$ cat config.mk
export PLATFORM = sky130hd
export DESIGN_NAME = cla_adder
export DESIGN_NICKNAME = d
export VERILOG_FILES = /design/src/design/cla_pkg.sv /design/src/design/alu_status_pkg.sv /design/src/design/cla_block.sv /design/src/design/carry_lookahead_unit.sv /design/src/design/flag_unit.sv /design/src/design/cla_adder.sv
export SDC_FILE = /design/constraint.sdc
export NUM_CORES = 1
export LEC_CHECK = 0
export BUFFER_PORTS_ARGS = -buffer_cell sky130_fd_sc_hd__buf_2
export CORE_MARGIN = 2
export CORE_UTILIZATION = 55
export CTS_CLUSTER_SIZE = 8
export DETAILED_ROUTE_END_ITERATION = 12
export GPL_ROUTABILITY_DRIVEN = 0
export HOLD_SLACK_MARGIN = 0.12
export PLACE_DENSITY = 0.79
export SYNTH_ARGS = -nofsm -noshare
export SYNTH_HDL_FRONTEND = slang
export SYNTH_SLANG_ARGS = --single-unit
export TNS_END_PERCENT = 50
$ cat constraint.sdc
create_clock -name clock -period 5.3 [get_ports clock]
set_input_delay 0.795 -clock clock [delete_from_list [all_inputs] [get_ports clock]]
set_output_delay 0.795 -clock clock [all_outputs]
set_load 0.1 [all_outputs]
$ cat src/design/cla_pkg.sv
package cla_pkg;

  parameter int WORD_WIDTH = 32;
  parameter int BLOCK_WIDTH = 8;

  typedef logic [WORD_WIDTH-1:0] word_t;

  // block summary seen by the second lookahead level
  typedef struct packed {
    logic group_generate;
    logic group_propagate;
  } group_gp_t;

  // carry into position n in lookahead form, with no ripple between positions
  // gen and prop hold the low n bits of interest, upper bits are ignored
  function automatic logic lookahead_carry(input word_t gen,
                                           input word_t prop,
                                           input logic carry_in,
                                           input int unsigned n);
    logic carry;
    logic term;
    // carry-in passed through every propagate below n
    carry = carry_in;
    for (int unsigned j = 0; j < n; j++) begin
      carry = carry & prop[j];
    end
    // generate at j, then all propagates from j+1 up to n-1
    for (int unsigned j = 0; j < n; j++) begin
      term = gen[j];
      for (int unsigned k = j + 1; k < n; k++) begin
        term = term & prop[k];
      end
      carry = carry | term;
    end
    return carry;
  endfunction

endpackage

$ cat src/design/alu_status_pkg.sv
package alu_status_pkg;

  // operands as presented at the adder input
  // for compare, drive b inverted with carry_in high
  typedef struct packed {
    cla_pkg::word_t operand_a;
    cla_pkg::word_t operand_b;
    logic           carry_in;
  } operand_t;

  // sum plus comparison flags
  // not_equal and less_than only mean a != b and a < b in subtract mode
  typedef struct packed {
    cla_pkg::word_t sum;
    logic           overflow;
    logic           not_equal;
    logic           less_than;
  } result_t;

endpackage

$ cat src/design/cla_block.sv
`timescale 1ns/1ps

module cla_block #(
  parameter int BLOCK_WIDTH = cla_pkg::BLOCK_WIDTH
) (
  input  logic [BLOCK_WIDTH-1:0] operand_a,
  input  logic [BLOCK_WIDTH-1:0] operand_b,
  input  logic                   carry_in,
  output logic [BLOCK_WIDTH-1:0] sum,
  output cla_pkg::group_gp_t     group_gp,
  output logic                   carry_into_msb,
  output logic                   nonzero
);

  logic [BLOCK_WIDTH-1:0] gen;
  logic [BLOCK_WIDTH-1:0] prop;
  logic [BLOCK_WIDTH-1:0] carry;
  logic                   block_generate;
  logic                   block_propagate;

  // bitwise generate and propagate
  // propagate is the OR form, which still gives a correct carry
  assign gen  = operand_a & operand_b;
  assign prop = operand_a | operand_b;

  // every carry straight from the block carry-in
  // carry[0] comes out as carry_in itself
  for (genvar i = 0; i < BLOCK_WIDTH; i++) begin : g_carry
    assign carry[i] = cla_pkg::lookahead_carry(cla_pkg::word_t'(gen),
                                               cla_pkg::word_t'(prop),
                                               carry_in,
                                               i);
  end

  assign sum = operand_a ^ operand_b ^ carry;

  // group terms, carry-in excluded
  assign block_generate  = cla_pkg::lookahead_carry(cla_pkg::word_t'(gen),
                                                    cla_pkg::word_t'(prop),
                                                    1'b0,
                                                    BLOCK_WIDTH);
  assign block_propagate = &prop;

  assign group_gp = '{
    group_generate:  block_generate,
    group_propagate: block_propagate
  };

  // the top block's value feeds the overflow flag
  assign carry_into_msb = carry[BLOCK_WIDTH-1];

  // per-slice zero check, combined upstream
  assign nonzero = |sum;

endmodule

$ cat src/design/carry_lookahead_unit.sv
`timescale 1ns/1ps

module carry_lookahead_unit #(
  parameter int NUM_BLOCKS = cla_pkg::WORD_WIDTH / cla_pkg::BLOCK_WIDTH
) (
  input  cla_pkg::group_gp_t [NUM_BLOCKS-1:0] group_gp,
  input  logic                                carry_in,
  output logic [NUM_BLOCKS-1:0]               block_carry,
  output logic                                carry_out
);

  logic [NUM_BLOCKS-1:0] group_generate;
  logic [NUM_BLOCKS-1:0] group_propagate;

  // split the structs into plain vectors
  for (genvar b = 0; b < NUM_BLOCKS; b++) begin : g_split
    assign group_generate[b]  = group_gp[b].group_generate;
    assign group_propagate[b] = group_gp[b].group_propagate;
  end

  // second level, same form as the bit level but over whole groups
  // block_carry[0] is carry_in unchanged
  for (genvar b = 0; b < NUM_BLOCKS; b++) begin : g_block_carry
    assign block_carry[b] = cla_pkg::lookahead_carry(
      cla_pkg::word_t'(group_generate),
      cla_pkg::word_t'(group_propagate),
      carry_in,
      b
    );
  end

  // carry out of the top group
  assign carry_out = cla_pkg::lookahead_carry(
    cla_pkg::word_t'(group_generate),
    cla_pkg::word_t'(group_propagate),
    carry_in,
    NUM_BLOCKS
  );

endmodule

$ cat src/design/flag_unit.sv
`timescale 1ns/1ps

module flag_unit #(
  parameter int NUM_BLOCKS = cla_pkg::WORD_WIDTH / cla_pkg::BLOCK_WIDTH
) (
  input  logic                  sum_sign,
  input  logic                  operand_a_sign,
  input  logic                  carry_out,
  input  logic                  carry_into_msb,
  input  logic [NUM_BLOCKS-1:0] block_nonzero,
  output logic                  overflow,
  output logic                  not_equal,
  output logic                  less_than
);

  logic sum_negative_nonzero;

  // signed overflow from the top two carries
  assign overflow = carry_out ^ carry_into_msb;

  // in subtract mode a nonzero difference means a != b
  assign not_equal = |block_nonzero;

  assign sum_negative_nonzero = sum_sign & not_equal;

  // on overflow the sum sign is wrong, so a's sign decides
  assign less_than = overflow ? operand_a_sign : sum_negative_nonzero;

endmodule

$ cat src/design/cla_adder.sv
`timescale 1ns/1ps

module cla_adder #(
  parameter int WORD_WIDTH  = cla_pkg::WORD_WIDTH,
  parameter int BLOCK_WIDTH = cla_pkg::BLOCK_WIDTH
) (
  input  logic                   clock,
  input  logic                   rst,
  input  logic                   in_valid,
  input  alu_status_pkg::operand_t operands,
  output logic                   out_valid,
  output alu_status_pkg::result_t  result
);

  localparam int NUM_BLOCKS = WORD_WIDTH / BLOCK_WIDTH;

  alu_status_pkg::operand_t operand_q;
  logic                     operand_valid;

  logic [WORD_WIDTH-1:0]                   sum_d;
  cla_pkg::group_gp_t [NUM_BLOCKS-1:0]     group_gp;
  logic [NUM_BLOCKS-1:0]                   block_carry;
  logic [NUM_BLOCKS-1:0]                   block_msb_carry;
  logic [NUM_BLOCKS-1:0]                   block_nonzero;
  logic                                    carry_out;
  logic                                    overflow;
  logic                                    not_equal;
  logic                                    less_than;
  alu_status_pkg::result_t                 result_d;

  // valid bits, one per register stage
  always_ff @(posedge clock) begin
    if (rst) begin
      operand_valid <= 1'b0;
      out_valid     <= 1'b0;
    end else begin
      operand_valid <= in_valid;
      out_valid     <= operand_valid;
    end
  end

  // data registers, loaded only for strobed items
  always_ff @(posedge clock) begin
    if (in_valid) begin
      operand_q <= operands;
    end
    if (operand_valid) begin
      result <= result_d;
    end
  end

  for (genvar b = 0; b < NUM_BLOCKS; b++) begin : g_block
    cla_block #(
      .BLOCK_WIDTH(BLOCK_WIDTH)
    ) i_block (
      .operand_a     (operand_q.operand_a[b*BLOCK_WIDTH +: BLOCK_WIDTH]),
      .operand_b     (operand_q.operand_b[b*BLOCK_WIDTH +: BLOCK_WIDTH]),
      .carry_in      (block_carry[b]),
      .sum           (sum_d[b*BLOCK_WIDTH +: BLOCK_WIDTH]),
      .group_gp      (group_gp[b]),
      .carry_into_msb(block_msb_carry[b]),
      .nonzero       (block_nonzero[b])
    );
  end

  carry_lookahead_unit #(
    .NUM_BLOCKS(NUM_BLOCKS)
  ) i_lookahead (
    .group_gp   (group_gp),
    .carry_in   (operand_q.carry_in),
    .block_carry(block_carry),
    .carry_out  (carry_out)
  );

  // only the top block's msb carry matters for overflow
  flag_unit #(
    .NUM_BLOCKS(NUM_BLOCKS)
  ) i_flags (
    .sum_sign      (sum_d[WORD_WIDTH-1]),
    .operand_a_sign(operand_q.operand_a[WORD_WIDTH-1]),
    .carry_out     (carry_out),
    .carry_into_msb(block_msb_carry[NUM_BLOCKS-1]),
    .block_nonzero (block_nonzero),
    .overflow      (overflow),
    .not_equal     (not_equal),
    .less_than     (less_than)
  );

  assign result_d = '{
    sum:       sum_d,
    overflow:  overflow,
    not_equal: not_equal,
    less_than: less_than
  };

endmodule

**Yosys cells after proc, flatten, opt, wreduce, memory -nomap -nowiden**

Cells that the tools add are included.

- Input port bits: 68
- Logic and storage cells: 333
- Register bits: 102
- Output and inout port bits: 36

- Bitwise logic cells: 318
- Mux-type cells: 1
- Reduce and logical (&&, ||, !) cells: 5

Operator list:

| cell | number |
|---|---|
| bitwise AND 1 bit | 151 |
| OR 1 bit | 150 |
| XOR 8 bit | 8 |
| bitwise AND 8 bit | 4 |
| OR 8 bit | 4 |
| AND reduction 8 bit | 4 |
| OR reduction 32 bit | 1 |
| two-way mux 1 bit | 1 |
| XOR 1 bit | 1 |

**Depth between registers and ports, before layout**

- Depth in word-level cells: 38
- Depth in mapped cells: 15
- Gate-level depth less buffers: 15

**Cells and area by module**

Synthesis repeated with hierarchy kept, for this count alone.

- Cells, all modules: 475
- Area total of the unflattened synthesis: 5,750.5 um^2

Modules (own cells, without submodules):

| module | sequential area each (um^2) | area each (um^2) | cells an instance | times used |
|---|---|---|---|---|
| cla_adder | 3,042.9 | 3,055.4 | 104 | 1 |
| cla_block at g_block[0].i_block ... | 0.0 | 696.9 | 97 | 2 |
| cla_block at g_block[2].i_block ... | 0.0 | 608.1 | 83 | 2 |
| carry_lookahead_unit | 0.0 | 46.3 | 6 | 1 |
| flag_unit | 0.0 | 38.8 | 5 | 1 |

**Worst setup path after synthesis**

Ideal clock, no wire load.

- Path type: reg-to-reg
- Start: register operand_q[4] (netlist name)
- End: register result[1] (netlist name), data pin
- Arrival: 4.190 ns
- Stages on the path, launching flop included: 16
- Setup slack: 0.839 ns
- Clock period less this slack: 4.461 ns
- Data required time: 5.029 ns
- Buffers on the path: 0
- Library setup time: 0.271 ns
- Cells stage by stage: edfxtp_1 > inv_1 > ha_1 > or3_1 > a211o_1 > a2111oi_0 > a211oi_1 > nand3_1 > fa_1 > or4_1 > or4_2 > nor4_1 > nand4bb_1 > or4b_1 > nor4_2 > nand4_1

- Elaborated cells between the ends (all ways): 177
- Those cells by class: bitwise (175); reduce/logical (2)

RTL lines:

| what | RTL line | source |
|---|---|---|
| start: declaration | cla_adder.sv:17 | `alu_status_pkg::operand_t operand_q;` |
| start signal: assignment | cla_adder.sv:45 | `operand_q <= operands;` |
| OR 8 bit | cla_block.sv:24 | `assign prop = operand_a \| operand_b;` |
| bitwise AND 1 bit (5 in a row) | cla_pkg.sv:31 | `term = term & prop[k];` |
| OR 1 bit (7 in a row) | cla_pkg.sv:33 | `carry = carry \| term;` |
| bitwise AND 1 bit (2 in a row) | cla_pkg.sv:31 |  |
| OR 1 bit (*) (3 in a row) | cla_pkg.sv:33 |  |
| XOR 8 bit (*) | cla_block.sv:35 | `assign sum = operand_a ^ operand_b ^ carry;` |
| net g_block[3].i_block.sum[0] | cla_block.sv:9 | `output logic [BLOCK_WIDTH-1:0] sum,` |
| OR reduction 32 bit (*) | flag_unit.sv:22 | `assign not_equal = \|block_nonzero;` |
| net i_flags.not_equal | flag_unit.sv:12 | `output logic not_equal,` |
| end signal: assignment | cla_adder.sv:48 | `result <= result_d;` |
| end: declaration | cla_adder.sv:12 | `output alu_status_pkg::result_t result` |

Mark *: on every way through the listed nets, which the timed path passes. The rest lies on a longest branch.
A chain may end at the register's enable or synchronous reset.

**Worst setup path after layout**

- Start: register operand_q[4] (netlist name)
- End: register result[1] (netlist name), data pin

- Elaborated cells between the ends (all ways): 177
- Those cells by class: bitwise (175); reduce/logical (2)

RTL lines:

| what | RTL line |
|---|---|
| OR 8 bit | cla_block.sv:24 |
| bitwise AND 1 bit (5 in a row) | cla_pkg.sv:31 |
| OR 1 bit (7 in a row) | cla_pkg.sv:33 |
| OR 1 bit (*) | cla_pkg.sv:33 |
| XOR 8 bit (*) | cla_block.sv:35 |
| net g_block[1].i_block.sum[0] | cla_block.sv:9 |
| OR reduction 32 bit (*) | flag_unit.sv:22 |
| net i_flags.not_equal | flag_unit.sv:12 |

Marked as above.

==> flow_summary_export.csv <==
group,metric,value,unit
yosys,synth_top_family_by_area,"adder cells",
routing,drt-vias-per-instance,5.163,
yosys,synthTopCellsByCount,"edfxtp_1 (100), inv_1 (79), ha_1 (64), nor2_1 (23), xnor2_1 (15)",
critical_path,crit_fanout,6,
global_routing,grt_pass1_wl,17090,um
sta,min_period,4876,ps
global_routing,grt_remaining_overflow,0,
placement,port_buffers,103,
power_and_ir_drop,max-vdd-ir-drop,0.1695,mV
yosys,ys.flop_type,"edfxtp_1",
yosys,synth_xor_area_share,4.377,%
placement,dp_slack,292.4,ps
clock_network,clockBufferDepth,2,
placement,dp_hpwl,7935,um
yosys,synth_fa_ha_area_share,15.72,%
clock_network,numCtsBuffers,9,
final_layout,area_growth,16.90,%
critical_path,critPathRequiredTime,5420,ps
yosys,synth_area_leaders,"edfxtp_1 (54%), ha_1 (14%), inv_1 (5.3%)",
yosys,synth_simple_gate_area_share,10.29,%
clock_network,ctsRootBufferMaster,"clkbuf_8",
global_routing,grt_pass1_vias,3713,
routing,dr.pass1.iters,4,
clock_network,cts_tree,"yes",
routing,drtIter0Drc,112,
final_layout,fin_util,66.70,%
clock_network,post_cts_buffers,0,
final_layout,regArea,3043,sq um
routing,ant_nets,0,
critical_path,startpoint_type,"flip-flop",
global_routing,track_usage,19.98,%
yosys,async_reset_ff_share,0,%
yosys,synth_most_common_cell,"edfxtp_1",
floorplanning,core-area,9819,sq um
yosys,yosys_warnings,0,
placement,dp.cells,682,
outcome,run_status,"complete, no violations",
sta,report.final.slew_viol_count,0,
yosys,muxShareOfSynthArea,0.3796,%
floorplanning,initial_utilization,57.06,%
final_layout,n_antenna_cell,0,
final_layout,nNetsFinal,696,
final_layout,multi_input_area,2272,sq um
power_and_ir_drop,leakage,0.002895,uW
clock_network,cts.sinks,102,
sta,finalSetupViolations,0,
global_routing,antenna_found_initial,0,
min_path,hold_path.class,"flip-flop to flip-flop",
sta,fmax,205.1,MHz
clock_network,clk_latency,370,ps
yosys,synth_cells,442,
sta,finalWorstSetupSlack,423.9,ps
yosys,syn_area,5603,sq um
floorplanning,die_h,104.9,um
critical_path,crit_path_end_kind,"flip-flop",
clock_network,htree_levels,3,
floorplanning,die-area,11010,sq um
final_layout,final_cells,698,
floorplanning,die_w,104.9,um
flow_run,drv_cap,0,
routing,vias,3604,
yosys,synth.avg_cell_area,12.68,sq um
sta,final_hold_viol_count,0,
yosys,ys_ff_latch,102,
clock_network,clkTransAtPathRegs,100,ps
global_routing,grt_max_degree,67,
yosys,synth-compound-area-share,9.558,%
routing,wl_per_cell,14.95,um
yosys,syn_nets,578,
critical_path,crit_type,"flip-flop to flip-flop",
critical_path,cp.arrival,4990,ps
sta,setup_tns,0,ps
yosys,synth_top_cell_area_share,53.60,%
yosys,synth.distinct_cells,65,
yosys,synth-edff-count,100,
yosys,yosysTopAreaCell,"edfxtp_1",
sta,hold_slack,469.1,ps
floorplanning,pin_count,104,
routing,wl,10440,um
final_layout,nFillCells,756,
yosys,ys_seq_area_share,54.31,%
sta,post-route-period-util,92.00,%
routing,drc,0,
final_layout,drive_gt1_share,26.55,%
sta,skew,11.75,ps
sta,max_slew_margin,32.74,%
sta,tightest_slew,995.9,ps
power_and_ir_drop,power_per_cell_area,353.7,nW/um^2
sta,grt_setup_unrepaired,"false",
floorplanning,core.rowCount,36,
## where the power goes
group | leakage (uW) | internal (uW) | switching (uW) | total (uW)
clock network | 0.000110 | 280 | 262 | 542
registers | 0.000982 | 996 | 37.8 | 1030
logic | 0.00180 | 211 | 530 | 741
## kinds of logic (layout without fill, tap and decap cells)
kind of cell / Yosys count / after routing
buf+inv: 80 / 203
flops: 102 / 102
xor+xnor: 28 / 28
compound gates: 64 / 64
mux: 2 / 2
fa+ha+maj: 68 / 68
simple gates: 98 / 98
## layout make-up
class / count / share of cell area, %
well taps: 133 / 2.541
flip-flops and latches: 102 / 46.46
inverters: 80 / 4.585
clock inverters: 5 / 1.242
clock buffers: 11 / 2.159
multi-input cells: 260 / 34.69
repair buffers: 107 / 8.329
## flip-flops by register name (all words and copies together) (netlist names)
signal	count
operand_valid	1
out_valid	1
operand_q	65
result	35
## final timing paths
path / start / to / slack, ps / depth (start not counted)
min: operand_valid / out_valid / 470 / 1
max reg2reg: operand_q[4] / result[1] / 420 / 15
min reg2reg: operand_valid / out_valid / 470 / 1
max: operand_q[4] / result[1] / 420 / 15
## worst max-delay path, cell delays in order, from the launching register on
cell       delay [ps]
edfxtp_1          360
inv_1              50
ha_1              260
nor3b_1           460
nor3_4            130
o221a_2           310
o21bai_1          200
a21o_1            160
fa_1              460
or4_1             500
or4_2             540
nor4_1            300
nand4bb_1         130
or4b_1            500
nor4_2            150
nand4_1           120
## repair_timing
| item | CTS | global route |
|---|---|---|
| gates resized for setup | 0 | 3 |
| hold buffers | 0 | 0 |
| endpoints found under the setup margin | 0 | 1 |
## per-stage QoR
step                      total power, uW  area [sq um]
final                                2317          6550
after global routing                 2427          6550
after global placement               1773          6315
after detailed placement             1788          6315
after CTS                            2333          6538
after floorplan                      1621          5603
## layer usage
metal	up-vias	routed length [um]	GRT usage (%)
li1	1795	-	-
met1	1681	4456	24.94
met2	111	5178	33.67
met3	17	574	4.803
met4	0	226	7.619
met5	-	0	0
## placed cells by master, fill, tap and decap left out, types with 11 or more instances in the layout
cell      instances
ha_1             64
buf_2           103
xor2_1           13
nor3_1           11
edfxtp_1        100
nor2_1           23
nand2_1          12
inv_1            79
a21oi_1          11
xnor2_1          15
Note: power is estimated with default switching activity, not from simulation.
